--- config.mk ---
export PLATFORM = sky130hd
export DESIGN_NAME = display_timing
export DESIGN_NICKNAME = d
export VERILOG_FILES = /design/src/rtl/gfx_pkg.sv /design/src/rtl/display_timing.sv
export VERILOG_INCLUDE_DIRS = /design/src /design/src/rtl
export SDC_FILE = /design/constraint.sdc
export NUM_CORES = 1
export LEC_CHECK = 0
export BUFFER_PORTS_ARGS = -buffer_cell sky130_fd_sc_hd__buf_2
export CORE_AREA = 2 2 66 62
export DETAILED_ROUTE_END_ITERATION = 10
export DIE_AREA = 0 0 68 64
export GPL_TIMING_DRIVEN = 0
export PLACE_DENSITY = 0.76
export RECOVER_POWER = 50
export SETUP_SLACK_MARGIN = 0.05
export SLEW_MARGIN = 10
export SYNTH_ARGS = -nofsm -noshare
export SYNTH_HDL_FRONTEND = slang
export SYNTH_SLANG_ARGS = --single-unit
--- constraint.sdc ---
create_clock -name clk_pix -period 2.4 [get_ports clk_pix]
set_input_delay 0.12 -clock clk_pix [delete_from_list [all_inputs] [get_ports clk_pix]]
set_output_delay 0.12 -clock clk_pix [all_outputs]
set_load 0.02 [all_outputs]
--- src/rtl/gfx_macros.svh ---
// Graphics constants shared by the display blocks
// 640x480 raster timing, 16:9 letterbox rows and framebuffer geometry

`ifndef GFX_MACROS_SVH
`define GFX_MACROS_SVH

// horizontal timing in pixels
`define GFX_H_ACTIVE      640
`define GFX_H_SYNC_START  656
`define GFX_H_SYNC_END    751
`define GFX_H_TOTAL       800

// vertical timing in lines
`define GFX_V_ACTIVE      480
`define GFX_V_SYNC_START  490
`define GFX_V_SYNC_END    491
`define GFX_V_TOTAL       525

// letterbox screen rows, inclusive
`define GFX_LB_TOP        60
`define GFX_LB_BOTTOM     419

// framebuffer geometry and display scale
`define GFX_FB_WIDTH      320
`define GFX_FB_HEIGHT     180
`define GFX_FB_SCALE      2

`endif

--- src/rtl/gfx_pkg.sv ---
// Graphics types
// coordinates, palette indices, colour channels and sequencer states

package gfx_pkg;

    // screen or framebuffer coordinate, signed so line deltas work directly
    typedef logic signed [15:0] coord_t;

    // palette index stored per framebuffer pixel
    typedef logic [3:0] cidx_t;

    // one colour channel of the display output
    typedef logic [3:0] chan_t;

    // outline sequencer states
    typedef enum logic [2:0] {
        seq_idle,   // waiting for first vertical blank
        seq_clear,  // writing black over the framebuffer
        seq_init,   // loading the next line
        seq_draw,   // line drawer running
        seq_done    // all lines written
    } seq_state_t;

endpackage

--- src/rtl/display_timing.sv ---
// Display timing generator
// scans the 800x525 raster and decodes sync, data enable and frame start

`timescale 1ns/1ps

`include "gfx_macros.svh"

module display_timing (
    input  logic            clk_pix,
    input  logic            arst_n,
    output gfx_pkg::coord_t sx,      // horizontal position
    output gfx_pkg::coord_t sy,      // vertical position
    output logic            hsync,   // low during sync
    output logic            vsync,   // low during sync
    output logic            de,      // active area
    output logic            frame    // start of vertical blank
);

    logic line_end;  // last pixel of a line
    logic frame_end; // last line of a frame

    assign line_end  = (sx == gfx_pkg::coord_t'(`GFX_H_TOTAL - 1));
    assign frame_end = (sy == gfx_pkg::coord_t'(`GFX_V_TOTAL - 1));

    // pixel and line counters
    always_ff @(posedge clk_pix or negedge arst_n) begin
        if (!arst_n) begin
            sx <= '0;
            sy <= '0;
        end else if (line_end) begin
            sx <= '0;
            sy <= frame_end ? '0 : sy + 16'sd1;  // wrap at end of frame
        end else begin
            sx <= sx + 16'sd1;
        end
    end

    // sync pulses are active low, both ends inclusive
    assign hsync = ~((sx >= `GFX_H_SYNC_START) && (sx <= `GFX_H_SYNC_END));
    assign vsync = ~((sy >= `GFX_V_SYNC_START) && (sy <= `GFX_V_SYNC_END));

    assign de = (sx < `GFX_H_ACTIVE) && (sy < `GFX_V_ACTIVE);

    // one pulse per frame, first pixel of the first blank line
    assign frame = (sx == 16'sd0) && (sy == gfx_pkg::coord_t'(`GFX_V_ACTIVE));

endmodule

==> results of run 1 <==
-- through the flow --
stage / power, W / utilization
floorplan: 0.000550 / -
global placement: 0.000560 / 0.587
detailed placement: 0.000561 / 0.587
CTS: 0.00100 / 0.617
global route: 0.00103 / 0.610
finish: 0.000991 / 0.610
-- worst paths after layout --
check                        from      to  slack [ps]
max                        sy[11]   vsync         220
max in group asynchronous  arst_n   sx[8]         640
max reg2reg                 sx[0]   sy[3]         500
min reg2reg                sy[10]  sy[10]         540
min                        sy[10]  sy[10]         540
min in group asynchronous  arst_n   sy[5]         790
-- timing repair --
action	CTS	global route
hold endpoints to repair	32	0
resized for setup	0	0
hold buffers	1	0
-- power groups by stage --
stage / Clock [W] / Sequential, W / Combinational [W]
after global routing: 0.000478 / 0.000539 / 0.0000142
after global placement: 0 / 0.000549 / 0.0000110
after CTS: 0.000452 / 0.000539 / 0.0000124
after detailed placement: 0 / 0.000549 / 0.0000112
after floorplan: 0 / 0.000550 / 0.000000000432
final: 0.000440 / 0.000540 / 0.0000113
-- cell usage after synthesis, types with 2 or more instances --
master,number,area share
clkbuf_1,4,0.0080
nand4_1,11,0.036
nor4_2,2,0.013
o21ai_1,4,0.011
and2_1,3,0.0099
buf_6,3,0.018
o21ai_0,5,0.013
and3_1,3,0.0099
dfrtp_1,32,0.42
a21oi_1,6,0.016
or4b_1,2,0.011
nor4_4,2,0.023
inv_1,9,0.018
nor4_1,4,0.013
ha_1,5,0.033
nand3_1,12,0.032
xnor2_1,9,0.042
nor4b_1,2,0.0093
nor4bb_1,2,0.011
nand2_1,15,0.030
nor3_1,9,0.024
buf_2,2,0.0053
xor2_1,15,0.070
nor2_1,14,0.028
and4_1,6,0.028
-- cells by family after synthesis --
kind of cell	after synthesis	synth area share
adder cells (fa/ha/maj)	5	0.0332
multiplexers	1	0.00531
buffers and inverters	19	0.0530
flip-flops	32	0.424
AO/OA/AOI/OAI	21	0.0637
AND/OR/NAND/NOR	94	0.309
XOR/XNOR	24	0.111
-- worst max-delay path: stages, from the launching register on --
cell,delay (ps)
dfrtp_1,440
or4_1,560
nor3_1,300
and4_1,240
o2bb2ai_1,80
buf_2,160
-- flip-flops by register name, indices dropped and copies added (netlist names) --
signal and cells:
sy 16, sx 16
-- layer usage --
metal | GRT usage | routed length [um] | vias up
met5 | 0 | 0 | -
met4 | 0.0825 | 78 | 0
met3 | 0.0475 | 230 | 8
met2 | 0.295 | 1780 | 47
met1 | 0.313 | 1970 | 751
li1 | - | - | 794
-- final cells by class --
cell class | count | area (um2) | area share
repair buffers | 38 | 173 | 0.0780
well taps | 46 | 57.6 | 0.0260
plain buffers | 10 | 66.3 | 0.0300
flip-flops and latches | 32 | 801 | 0.362
clock buffers | 7 | 96.3 | 0.0435
multi-input cells | 145 | 986 | 0.445
inverters | 9 | 33.8 | 0.0153
==> results.ini, run 1 <==
[outcome]
status=complete, but fails checks
violations=capacitance limit, slew limit

[final_layout]
antennaDiodeCount=0
final_cell_mix=dfrtp_1, clkbuf_1, buf_2
fin_nets=248
finalInstanceArea_um2=2210
layout-drive-gt1-share=0.158
stdcell_count=287
syn2layout_area_growth_pct=17.3
n_fill_cell=331
final_common_cell=dfrtp_1

[floorplan]
start_util=0.520
fp.coreArea_um2=3630
pin_count=38
die_h_um=64
chipWidth_um=68
std_cell_rows=21
die_area_um2=4350

[sta]
whs_ps=536
finalCriticalPeriod_ps=2180
rsz0062_at_grt=false
final-setup-viol-count=0
maxSlewViolCount=33
period_share=0.907
skew_ps=4.14
worst_pin_slew_ps=1650
fmax_mhz=459
finalHoldViolations=0
tns_ps=0
maxSlewHeadroom=-0.102
fin_ws_ps=222

[global_routing]
grt_max_degree=33
grt_pass1_wl_um=6930
overflow=0
grt_usage=0.211
first_global_vias=1487
antenna_found_initial=0

[pwr]
power_density_nw_per_um2=448
power_frac_clock=0.444
p_seq_frac=0.544
switchingPower_w=0.000195
p_leak_nw=1.03
internal_power_w=0.000796
p_comb_frac=0.011
vdd.ir_drop.worst_mv=0.217
switching_share=0.197

[setup_path]
setup.worst_path.class=reg -> out
cp_data_arrival_time_ps=2060
startpoint_type=flip-flop
reg2reg_depth=6
worstPathRequired_ps=2280
endpoint_kind=output port
cp_max_fo=7

[routing]
wl_per_cell_um=14.1
detail-route-antenna-nets=0
vias=1600
drt_drc_violations_left=0
drt-total-wl_um=4060
viasPerCell=5.57
firstDrtPassIters=4
drt-initial-drc-count=114

[clock_network]
cts_max_path_buffers=2
post-cts-setup-buffer-count=0
h-tree-depth=2
clock-sinks=32
clk_pin_slew_ps=60
cts_root_buf=clkbuf_8
worst_skew_pair.late_latency_ps=280
cts_buffers=5
cts_tree=done

[logic_synthesis]
avgSynthCellArea_um2=9.63
yosys.cell_types.count=40
synth_fp_nets=203
seq_area_frac_synth=0.424
yosys_most_used_dff=dfrtp_1
synth_warnings=0
ys_ff_latch=32
syn-cell-area_um2=1890
async_reset_ff_frac=1.00
synth-edff-count=0
synth_cells=196

[job]
max_cap_viol_count=1

[placement]
hpwl_um=2910
io_buffers=37
dp_slack_ps=510
placed_area_um2=2130
gp_congestion=0.833
dp.cells=279

[hold_path]
whs_path_depth=1
min_path_type=reg -> reg

No activity file was read; power rests on OpenSTA's default activity.
==> inputs of run 2 (changes only) <==
Settings changed: MAX_ROUTING_LAYER from default to met4.
==> run 2 against run 1 <==
Effect of this change:
- via count did not move
- critical path type unchanged
- sequential share of layout area did not move
- clock-buffer cell count did not move
- flip-flop and latch count did not move
- highest routed layer unchanged
- the flow still finishes with violations (capacitance limit, slew limit)
==> results.ini, run 2 (synthesized netlist as in run 1, its figures left out) <==
[clock_network]
post-cts-setup-buffer-count=0  ; unchanged
clk_pin_slew_ps=60  ; about the same
cts_resized=0  ; unchanged
worst_skew_pair.late_latency_ps=280  ; about the same
clock-sinks=32  ; unchanged
cts_root_buf=clkbuf_8  ; unchanged
cts_max_path_buffers=2  ; unchanged
cts_buffers=5  ; unchanged
cts_tree=done  ; unchanged
h-tree-depth=2  ; unchanged

[routing]
detail-route-antenna-nets=0  ; unchanged
viasPerCell=5.57  ; unchanged
wl_per_cell_um=14.1  ; about the same
vias=1600  ; unchanged
drt-total-wl_um=4060  ; about the same
drt_drc_violations_left=0  ; unchanged
drt-initial-drc-count=110  ; was 114
firstDrtPassIters=4  ; unchanged

[global_routing]
first_global_vias=1488  ; was 1487
grt_usage=0.216  ; was 0.211
overflow=0  ; unchanged
antenna_found_initial=0  ; unchanged
grt_max_degree=33  ; unchanged
grt_pass1_wl_um=6930  ; about the same

[job]
max_cap_viol_count=1  ; unchanged

[pwr]
vdd.ir_drop.worst_mv=0.217  ; about the same
power_density_nw_per_um2=448  ; about the same
total_power_w=0.000991  ; about the same
p_leak_nw=1.03  ; unchanged

[sta]
maxSlewViolCount=33  ; unchanged
worst_pin_slew_ps=1650  ; about the same
whs_ps=536  ; about the same
finalCriticalPeriod_ps=2180  ; about the same
period_share=0.907  ; about the same
skew_ps=4.14  ; about the same
maxSlewHeadroom=-0.102  ; about the same
fmax_mhz=459  ; about the same
rsz0062_at_grt=false  ; unchanged
finalHoldViolations=0  ; unchanged
tns_ps=0  ; unchanged
final-setup-viol-count=0  ; unchanged

[placement]
gp_congestion=0.846  ; was 0.833
hpwl_um=2910  ; unchanged
io_buffers=37  ; unchanged
dp.cells=279  ; unchanged

[setup_path]
setup.worst_path.class=reg -> out  ; unchanged
cp_max_fo=7  ; unchanged
crit_slowest_cell=or4_1  ; unchanged
endpoint_kind=output port  ; unchanged
startpoint_type=flip-flop  ; unchanged
slowest_delay_ps=560  ; about the same
cp_data_arrival_time_ps=2060  ; about the same
worstPathCellList=or4_1, nor3_1, and4_1, o2bb2ai_1, buf_2  ; unchanged
worstPathRequired_ps=2280  ; about the same

[final_layout]
antennaDiodeCount=0  ; unchanged
fin_nets=248  ; unchanged
syn2layout_area_growth_pct=17.3  ; unchanged
layout-drive-gt1-share=0.158  ; unchanged
stdcell_count=287  ; unchanged
final_cell_mix=dfrtp_1, clkbuf_1, buf_2  ; unchanged
n_fill_cell=331  ; unchanged
top_regs=sx: 16 flops, sy: 16 flops  ; unchanged
final_common_cell=dfrtp_1  ; unchanged

[outcome]
violations=capacitance limit, slew limit  ; unchanged
status=complete, but fails checks  ; unchanged

[floorplan]
pin_count=38  ; unchanged
die_area_um2=4350  ; unchanged
start_util=0.520  ; unchanged
fp.coreArea_um2=3630  ; unchanged
die_h_um=64  ; unchanged
chipWidth_um=68  ; unchanged
std_cell_rows=21  ; unchanged

[hold_path]
min_path_type=reg -> reg  ; unchanged

[run 2: cell counts in the layout (fill, tap and decap cells not counted)]
No cell type changed its count.
[run 2: metrics by stage]
stage               area (um2)  worst slack [ps]   util
floorplan                 1890               559      -
global placement          2130               506  0.587
detailed placement        2130               510  0.587
CTS                       2240               225  0.617
global route              2210               108  0.610
finish                    2210               222  0.610
[run 2: final timing paths]
| kind | from | end | slack [ps] | depth (start not counted) |
|---|---|---|---|---|
| min in group asynchronous | arst_n | sy[5] | 790 | 2 |
| max reg2reg | sx[0] | sy[3] | 500 | 6 |
| max in group asynchronous | arst_n | sx[8] | 640 | 2 |
| max | sy[11] | vsync | 220 | 5 |
| min | sy[10] | sy[10] | 540 | 1 |
| min reg2reg | sy[10] | sy[10] | 540 | 1 |
[run 2: critical path: cells and delay by family (launching register included)]
family          cells  cell delay (ps)
simple gates        3             1100
compound gates      1               80
flops               1              440
buf+inv             1              160
[run 2: metal layers]
layer / vias up / share of wire / track usage
met1: 751 / 0.48 / 0.312
li1: 794 / - / -
met2: 47 / 0.44 / 0.295
met5: - / 0 / -
met3: 8 / 0.057 / 0.0475
met4: 0 / 0.019 / 0.0825
[run 2: area by class of cell]
class,count,area (um2),area share
plain buffers,10,66.3,0.0300
inverters,9,33.8,0.0153
well taps,46,57.6,0.0260
flip-flops and latches,32,801,0.362
repair buffers,38,173,0.0780
clock buffers,7,96.3,0.0435
multi-input cells,145,986,0.445
[run 2: timing repair]
item | CTS | global route
endpoints found under the setup margin | 0 | 0
hold buffers | 1 | 0
hold endpoints to repair | 32 | 0
[run 2: report_power, final]
part           leakage, nW  internal (W)  switching, W
combinational        0.551    0.00000139    0.00000988
sequential           0.433      0.000540             0
clock               0.0503      0.000255      0.000185
total                 1.03      0.000796      0.000195
