<file path="config.mk">
export PLATFORM = sky130hd
export DESIGN_NAME = line_drawer
export DESIGN_NICKNAME = d
export VERILOG_FILES = /design/src/rtl/gfx_macros.svh /design/src/rtl/gfx_pkg.sv /design/src/rtl/line_drawer.sv
export SDC_FILE = /design/constraint.sdc
export NUM_CORES = 1
export LEC_CHECK = 0
export BUFFER_PORTS_ARGS = -buffer_cell sky130_fd_sc_hd__buf_2
export CAP_MARGIN = 20
export CORE_MARGIN = 2
export CORE_UTILIZATION = 55
export CTS_BUF_LIST = sky130_fd_sc_hd__clkbuf_4 sky130_fd_sc_hd__clkbuf_8
export CTS_CLUSTER_SIZE = 28
export DETAILED_ROUTE_END_ITERATION = 8
export GPL_ROUTABILITY_DRIVEN = 0
export HOLD_SLACK_MARGIN = 0.05
export PLACE_DENSITY = 0.74
export SYNTH_ARGS = -nofsm -noshare
export SYNTH_HDL_FRONTEND = slang
export SYNTH_SLANG_ARGS = --single-unit
</file>
<file path="constraint.sdc">
create_clock -name clk_pix -period 6.5 [get_ports clk_pix]
set_clock_uncertainty 0.05 [all_clocks]
set_input_delay 0.975 -clock clk_pix [delete_from_list [all_inputs] [get_ports clk_pix]]
set_output_delay 0.975 -clock clk_pix [all_outputs]
set_load 0.02 [all_outputs]
</file>
<file path="src/rtl/gfx_macros.svh">
// Graphics constants shared by the display blocks
// 640x480 raster timing, 16:9 letterbox rows and framebuffer geometry

`ifndef GFX_MACROS_SVH
`define GFX_MACROS_SVH

// horizontal timing in pixels
`define GFX_H_ACTIVE      640
`define GFX_H_SYNC_START  656
`define GFX_H_SYNC_END    751
`define GFX_H_TOTAL       800

// vertical timing in lines
`define GFX_V_ACTIVE      480
`define GFX_V_SYNC_START  490
`define GFX_V_SYNC_END    491
`define GFX_V_TOTAL       525

// letterbox screen rows, inclusive
`define GFX_LB_TOP        60
`define GFX_LB_BOTTOM     419

// framebuffer geometry and display scale
`define GFX_FB_WIDTH      320
`define GFX_FB_HEIGHT     180
`define GFX_FB_SCALE      2

`endif

</file>
<file path="src/rtl/gfx_pkg.sv">
// Graphics types
// coordinates, palette indices, colour channels and sequencer states

package gfx_pkg;

    // screen or framebuffer coordinate, signed so line deltas work directly
    typedef logic signed [15:0] coord_t;

    // palette index stored per framebuffer pixel
    typedef logic [3:0] cidx_t;

    // one colour channel of the display output
    typedef logic [3:0] chan_t;

    // outline sequencer states
    typedef enum logic [2:0] {
        seq_idle,   // waiting for first vertical blank
        seq_clear,  // writing black over the framebuffer
        seq_init,   // loading the next line
        seq_draw,   // line drawer running
        seq_done    // all lines written
    } seq_state_t;

endpackage

</file>
<file path="src/rtl/line_drawer.sv">
// Bresenham line drawer
// walks from (x0,y0) to (x1,y1) in any octant, one pixel per enabled cycle

`timescale 1ns/1ps

module line_drawer (
    input  logic            clk_pix,
    input  logic            arst_n,
    input  logic            start,    // begin a new line
    input  logic            oe,       // output enable, hold when low
    input  gfx_pkg::coord_t x0,
    input  gfx_pkg::coord_t y0,
    input  gfx_pkg::coord_t x1,
    input  gfx_pkg::coord_t y1,
    output gfx_pkg::coord_t x,
    output gfx_pkg::coord_t y,
    output logic            drawing,  // x and y hold a new pixel
    output logic            done      // pulse after the last pixel
);

    typedef enum logic {
        ld_idle,
        ld_draw
    } ld_state_t;

    ld_state_t state;

    logic signed [16:0] dx_in;   // absolute x delta of the inputs
    logic signed [16:0] dy_in;   // negated absolute y delta of the inputs
    logic signed [16:0] dx;
    logic signed [16:0] dy;
    logic signed [17:0] err;
    logic signed [18:0] e2;
    gfx_pkg::coord_t    xe;      // end point latched at start
    gfx_pkg::coord_t    ye;
    logic               right;   // step direction in x
    logic               down;    // step direction in y
    logic               mv_x;
    logic               mv_y;
    logic               at_end;
    logic               step;

    assign dx_in = (x1 > x0) ? 17'(x1) - 17'(x0) : 17'(x0) - 17'(x1);
    assign dy_in = (y1 > y0) ? 17'(y0) - 17'(y1) : 17'(y1) - 17'(y0);

    // error doubled, then compared against each delta
    assign e2   = 19'(err) <<< 1;
    assign mv_x = (e2 >= 19'(dy));
    assign mv_y = (e2 <= 19'(dx));

    assign at_end  = (x == xe) && (y == ye);
    assign drawing = (state == ld_draw) && oe;
    assign step    = drawing && !at_end;

    always_ff @(posedge clk_pix or negedge arst_n) begin
        if (!arst_n) begin
            state <= ld_idle;
            done  <= 1'b0;
        end else begin
            done <= 1'b0;
            case (state)
                ld_draw: begin
                    if (oe && at_end) begin  // last pixel goes out this cycle
                        state <= ld_idle;
                        done  <= 1'b1;
                    end
                end
                default: begin
                    if (start) state <= ld_draw;
                end
            endcase
        end
    end

    // position, deltas and error term
    always_ff @(posedge clk_pix) begin
        if (state == ld_idle && start) begin
            x     <= x0;
            y     <= y0;
            xe    <= x1;
            ye    <= y1;
            right <= (x0 < x1);
            down  <= (y0 < y1);
            dx    <= dx_in;
            dy    <= dy_in;
            err   <= 18'(dx_in) + 18'(dy_in);
        end else if (step) begin
            if (mv_x) x <= right ? x + 16'sd1 : x - 16'sd1;
            if (mv_y) y <= down ? y + 16'sd1 : y - 16'sd1;
            err <= err + (mv_x ? 18'(dy) : 18'sd0) + (mv_y ? 18'(dx) : 18'sd0);
        end
    end

endmodule

</file>
==> run_results.csv, run 1 <==
group,metric,value,unit
power_and_ir_drop,power,5.67,mW
grt,grt-busiest-layer,"met2",
cells_and_area,layout-drive-gt1-share,12.0,%
placement,io_buffers,101,
timing,relSlewSlack,47.7,%
critical_path,crit_chain,"buf_2, inv_1, ha_1, and2_1, a311oi_2, a31oi_1, a211o_1, a21oi_4, mux2i_1, xnor2_1, ha_1, a21o_1, a21oi_1, o21ba_2, o21ai_0, a2111oi_0, o21bai_1, a311o_1, or2_2, a21oi_1, a21oi_1",
timing,finalCritPeriodShare,91.2,%
critical_path,cp_data_arrival_time,6.06,ns
floorplanning,rows,53,
power_and_ir_drop,ir_worst_vdd,0.249,mV
critical_path,crit_start,"y0[4]",
floorplanning,die_w,151,µm
critical_path,worst_setup_path_end_kind,"flip-flop",
synthesis,yosys.cell_types.count,67,
clocking,htree_levels,4,
clocking,cts_buffer_depth,2,
grt,grt_max_degree,62,
drt,dr.pass1.iters,5,
synthesis,yosysTopAreaCellShare,29.8,%
cells_and_area,nets,1665,
clocking,cts_setup_buffers,0,
cells_and_area,finish.utilization,61.9,%
grt,use_met3,3.83,%
synthesis,synth_flop_cell,"edfxtp_1",
grt,grt_pass1_vias,9713,
grt,gr-total-overflow,0,
outcome,run_status,"complete, no violations",
synthesis,synth_seq_cells,120,
grt,grt_pass1_wl,49600,µm
cells_and_area,area_delta_synth_final,9.74,%
drt,antenna_left,0,
grt,antenna_found_initial,0,
synthesis,yosys_warnings,0,
synthesis,syn_avg_cell_area,9.10,µm²
floorplanning,floorplan.io_pins,102,
clocking,cts.clk_slew.worst_paths,0.07,ns
timing,fin_hold_ws,0.240,ns
critical_path,reg2reg_from,"err[7]",
grt,grtUsageMet2,44.8,%
drt,via_per_inst,5.90,
synthesis,syn-cell-area,11900,µm²
clocking,cts_tree,"yes",
power_and_ir_drop,p_leak,5.99,nW
timing,fin_tns_setup,0,ns
min_path,hp-class,"primary input to asynchronous set/reset pin",
synthesis,yosysMostFrequentCell,"ha_1",
critical_path,critical_path.max_fanout,10,
synthesis,yosys-top-cells-count,"ha_1 (163), inv_1 (144), a21oi_1 (140)",
grt,grt_util_all_layers,28.0,%
cells_and_area,fillCellCount,1816,
drt,wl_per_cell,18.1,µm
clocking,root_buffer,"clkbuf_8",
critical_path,r2r-end,"err[16]",
floorplanning,dieArea,22800,µm²
timing,rsz0062_at_grt,"false",
timing,drv_slew,0,
critical_path,crit_slowest_cell,"a2111oi_0",
placement,dp.cells,1665,
timing,period_needed,5.93,ns
placement,dpl.hpwl,24800,µm
power_and_ir_drop,power.density,435,nW/µm²
synthesis,synthCells,1306,
grt,use_met1,38.7,%
critical_path,critPathLaunchType,"primary input",
clocking,cts_buffers,17,
timing,worstMarginPinSlew,0.782,ns
critical_path,path_class,"primary input to flip-flop",
clocking,clk_latency,0.46,ns
run,maxCapViolCount,0,
critical_path,r2r_cells,19,
synthesis,netlist_top_cells_area,"edfxtp_1 (30%), ha_1 (17%), xnor2_1 (6.0%)",
drt,drt-initial-drc-count,857,
critical_path,required,6.63,ns
synthesis,async_reset_ff_share,1.67,%
synthesis,synth_fp_nets,1562,
floorplanning,die_h,151,µm
drt,routed_wl,30700,µm
synthesis,yosys.area.top_type,"edfxtp_1",
cells_and_area,antenna_cells,0,
drt,drt_drc_violations_left,0,
cells_and_area,fin_cells,1696,
synthesis,synth_edf_count,118,
drt,vias,9998,
timing,finalSetupViolCount,0,
critical_path,crit_path_end,"err[14]",
clocking,hold_buffers,0,
timing,clock.fmax,169,MHz
floorplanning,core,21100,µm²
critical_path,worst_path_most_repeated_cell,"a21oi_1",
critical_path,reg2reg_slack,0.75,ns
clocking,cts-resized-gates,0,
timing,hold_violations,0,
clocking,cts.sinks,120,
synthesis,seq_area_frac_synth,30.2,%
critical_path,critical-path-max-stage-delay,0.49,ns
floorplanning,start_util,56.4,%
through the flow:
stage	area, µm²	setup slack (ns)
floorplan	11900	0.575
finish	13000	0.574
global placement	12700	0.306
detailed placement	12700	0.186
CTS	13000	0.631
global route	13000	0.165
how the worst min path moves through the flow:
| stage | cells past startpoint | from | slack, ns | end |
|---|---|---|---|---|
| global placement | 2 | state | 0.43 | state |
| floorplan | 2 | state | 0.41 | state |
| CTS | 1 | arst_n | 0.22 | done |
| finish | 1 | arst_n | 0.24 | done |
| detailed placement | 2 | state | 0.46 | state |
| global route | 1 | arst_n | 0.22 | state |
power by group:
part / leakage [nW] / switching [mW] / total, mW / internal [mW]
combinational: 4.72 / 2.10 / 3.69 / 1.59
sequential: 1.11 / 0.183 / 1.39 / 1.21
clock: 0.163 / 0.316 / 0.581 / 0.265
total: 5.99 / 2.60 / 5.67 / 3.07
worst max-delay path: cells and delay by family:
kind	cells	cell delay, ns
and+or+nand+nor	2	0.52
adders and majority gates	2	0.78
AOI/OAI and AO/OA	13	3.06
xor gates and xnor gates	1	0.25
muxes	1	0.31
buffers and inverters	2	0.14
layout make-up:
| cell class | instances | area (µm²) | share of cell area (%) |
|---|---|---|---|
| clock buffer | 20 | 256 | 1.97 |
| clock inverter | 11 | 60.1 | 0.460 |
| inverter | 145 | 546 | 4.18 |
| multi-input combinational | 1006 | 7600 | 58.3 |
| sequential | 120 | 3590 | 27.5 |
| tap | 275 | 344 | 2.64 |
| timing repair buffer | 119 | 641 | 4.91 |
cells by family (layout without fill, tap and decap cells):
kind of cell,after synthesis,count (layout),share of synthesized area [%]
AND/OR/NAND/NOR,312,312,12.5
multiplexers,27,27,2.43
flip-flops,120,120,30.2
AO/OA/AOI/OAI,366,366,19.4
buffers and inverters,180,295,5.82
XOR/XNOR,113,113,8.33
adder cells (fa/ha/maj),188,188,21.4
cell usage in the layout (no fill, tap or decap), types with 4 or more instances in the layout:
master    Yosys  final
a21oi_1     140    140
a211o_1       4      4
nor2b_1      19     19
buf_4         1     18
nor4_1        6      6
mux2i_1      21     21
nor3_1       25     25
nand2_1      74     74
edfxtp_1    118    118
clkbuf_8      0     17
o21a_1       10     10
xnor2_1      82     82
ha_1        163    163
clkinv_2      0      7
xor2_1       31     31
nand4_1      17     17
o22ai_1       5      5
o21ai_0      73     71
a21o_1       43     43
and3_1       10     10
and2_1        6      6
o21bai_1     19     19
o211ai_1      7      7
nor2_1      107    107
mux2_2        5      5
nand2b_1     13     12
fa_1         25     25
a31oi_1      10     10
nand3_1      13     13
a211oi_1     16     16
buf_2         4    101
inv_1       144    144
or3_1         9      9
per-layer routing:
metal	vias up	share of wire, %	routed length, µm
met5	-	0	0
met3	65	6.1	1870
met1	4732	45	13900
li1	4855	-	-
met2	346	45	14000
met4	0	3.3	1010
sequential cells by signal (all words and copies together) (netlist names), 16 cells and up:
signal / cells
dy: 17
err: 18
ye: 16
dx: 17
xe: 16
x: 16
y: 16
Power figures use the tool's default switching activity.
==> inputs of run 2 (changes only) <==
--- a/config.mk
+++ b/config.mk
@@ -7,7 +7,7 @@
 export LEC_CHECK = 0
 export BUFFER_PORTS_ARGS = -buffer_cell sky130_fd_sc_hd__buf_2
 export CAP_MARGIN = 20
-export CORE_MARGIN = 2
+export CORE_MARGIN = 10
 export CORE_UTILIZATION = 55
 export CTS_BUF_LIST = sky130_fd_sc_hd__clkbuf_4 sky130_fd_sc_hd__clkbuf_8
 export CTS_CLUSTER_SIZE = 28
==> run 2 against run 1 <==
Critical path depth up 2. Sequential power about the same. Register-to-register slack gained 0.20 ns. Critical path type unchanged. Combinational power about the same. Hold slack worse by 0.012 ns. Setup slack worse by 0.054 ns. Cell area rose by 1.3%. Highest routed layer is now met5. Clock power rose by 38%. First-iteration DRC count fell by 18%.
==> run_results.csv, run 2 (synthesis gave the netlist of run 1 again) <==
group,metric,value,unit
grt,antenna_found_initial,1,
clocking,clk_latency,0.47,ns
critical_path,critical_path.max_fanout,6,
drt,antenna_left,0,
drt,drt-initial-drc-count,700,
min_path,hp-class,"primary input to asynchronous set/reset pin",
cells_and_area,antenna_cells,0,
drt,via_per_inst,5.87,
drt,drt_drc_violations_left,0,
clocking,hold_buffers,0,
clocking,cts_setup_buffers,0,
grt,grtUsageMet2,34.6,%
timing,relSlewSlack,49.5,%
cells_and_area,fillCellCount,1796,
placement,placed_area,12700,µm²
floorplanning,dieArea,27900,µm²
cells_and_area,final_common_cell,"ha_1",
grt,use_met3,4.14,%
timing,drv_slew,0,
critical_path,worst_setup_path_end_kind,"flip-flop",
grt,grt_pass1_wl,50500,µm
cells_and_area,stdcell_area,13200,µm²
placement,io_buffers,101,
critical_path,cp_data_arrival_time,6.12,ns
run,maxCapViolCount,0,
drt,vias,9977,
placement,dp_slack,0.209,ns
timing,finalCritPeriodShare,92.0,%
clocking,cts.sinks,120,
clocking,cts_buffers,17,
floorplanning,core,21200,µm²
grt,grt_max_degree,55,
clocking,root_buffer,"clkbuf_8",
placement,dpl.hpwl,25000,µm
cells_and_area,reg_top3,"err (18), dx (17), dy (17)",
cells_and_area,area_delta_synth_final,11.1,%
timing,fin_ws,0.519,ns
floorplanning,start_util,56.2,%
grt,gr-total-overflow,0,
cells_and_area,layout-drive-gt1-share,12.3,%
grt,grt-busiest-layer,"met2",
floorplanning,die_w,167,µm
timing,worstMarginPinSlew,0.750,ns
clocking,cts_tree,"yes",
floorplanning,floorplan.io_pins,102,
timing,finalSetupViolCount,0,
power_and_ir_drop,ir_worst_vdd,0.266,mV
clocking,cts.clk_slew.worst_paths,0.07,ns
cells_and_area,largest_reg_flops,18,
timing,clock.fmax,167,MHz
cells_and_area,regMostFlops,"err",
clocking,cts-resized-gates,0,
grt,grt_util_all_layers,21.9,%
grt,grt_pass1_vias,9947,
critical_path,required,6.64,ns
outcome,run_status,"complete, no violations",
timing,fin_tns_setup,0,ns
critical_path,critPathLaunchType,"primary input",
timing,period_needed,5.98,ns
floorplanning,rows,53,
power_and_ir_drop,power.density,445,nW/µm²
drt,wl_per_cell,18.3,µm
clocking,cts_buffer_depth,2,
drt,routed_wl,31200,µm
clocking,htree_levels,4,
power_and_ir_drop,p_leak,6.06,nW
grt,use_met1,29.1,%
power_and_ir_drop,power,5.88,mW
timing,fin_hold_ws,0.228,ns
timing,hold_violations,0,
drt,dr.pass1.iters,5,
cells_and_area,nets,1668,
cells_and_area,final_cell_mix,"ha_1 (163), inv_1 (144), a21oi_1 (140)",
timing,rsz0062_at_grt,"false",
floorplanning,die_h,167,µm
critical_path,path_class,"primary input to flip-flop",
[run 2: changes by cell type in the layout (fill, tap and decap cells not counted), sizes merged]
cell and change:
buf +3, bufinv +5, clkbuf -3, clkinv -5, clkinvlp +1, inv +3
[run 2: final cells by class]
| type | instances | area, µm² | share of cell area [%] |
|---|---|---|---|
| clock buffers | 17 | 234 | 1.77 |
| clock inverters | 15 | 224 | 1.70 |
| inverters | 145 | 546 | 4.13 |
| multi-input cells | 1006 | 7600 | 57.6 |
| flip-flops and latches | 120 | 3590 | 27.2 |
| well taps | 275 | 344 | 2.61 |
| repair buffers | 122 | 663 | 5.02 |
[run 2: through the flow]
stage | util, % | instances
floorplan | - | 1306
detailed placement | 60.3 | 1668
global route | 62.4 | 1700
global placement | 60.3 | 1668
finish | 62.4 | 1700
CTS | 62.4 | 1700
[run 2: critical path, stage by stage]
cell       delay [ns]
buf_2            0.11
inv_1            0.09
ha_1             0.33
nor2b_4          0.13
o31a_1           0.24
o41a_1           0.35
a221o_1          0.37
o311ai_4         0.27
a211oi_4         0.13
nand2_1          0.08
o21ai_0          0.10
xnor2_1          0.25
ha_1             0.32
a21o_1           0.21
a21oi_1          0.22
o21ba_2          0.18
o21ai_0          0.16
a2111oi_0        0.49
o21bai_1         0.20
a311o_1          0.40
or2_2            0.28
a21oi_1          0.16
a21oi_1          0.06
[run 2: routing by layer]
| metal | routed length, µm | share of wire, % |
|---|---|---|
| met1 | 14100 | 45 |
| met2 | 14100 | 45 |
| met3 | 2010 | 6.5 |
| met4 | 919 | 2.9 |
| met5 | 14 | 0.045 |
[run 2: worst paths after layout]
check,startpoint,endpoint,slack [ns],cells past startpoint
setup / recovery,x0[1],err[14],0.52,23
hold / removal,arst_n,state,0.23,1
setup reg to reg,err[7],err[16],0.95,19
hold reg to reg,state,state,0.46,2
max in group asynchronous,arst_n,done,6.08,1
min in group clk_pix,state,state,0.46,2
[run 2: where the power goes]
group / total (mW) / internal (mW) / leakage, nW / switching (mW)
registers: 1.40 / 1.21 / 1.11 / 0.185
logic: 3.69 / 1.59 / 4.73 / 2.09
clock network: 0.800 / 0.457 / 0.217 / 0.343
total: 5.88 / 3.26 / 6.06 / 2.62
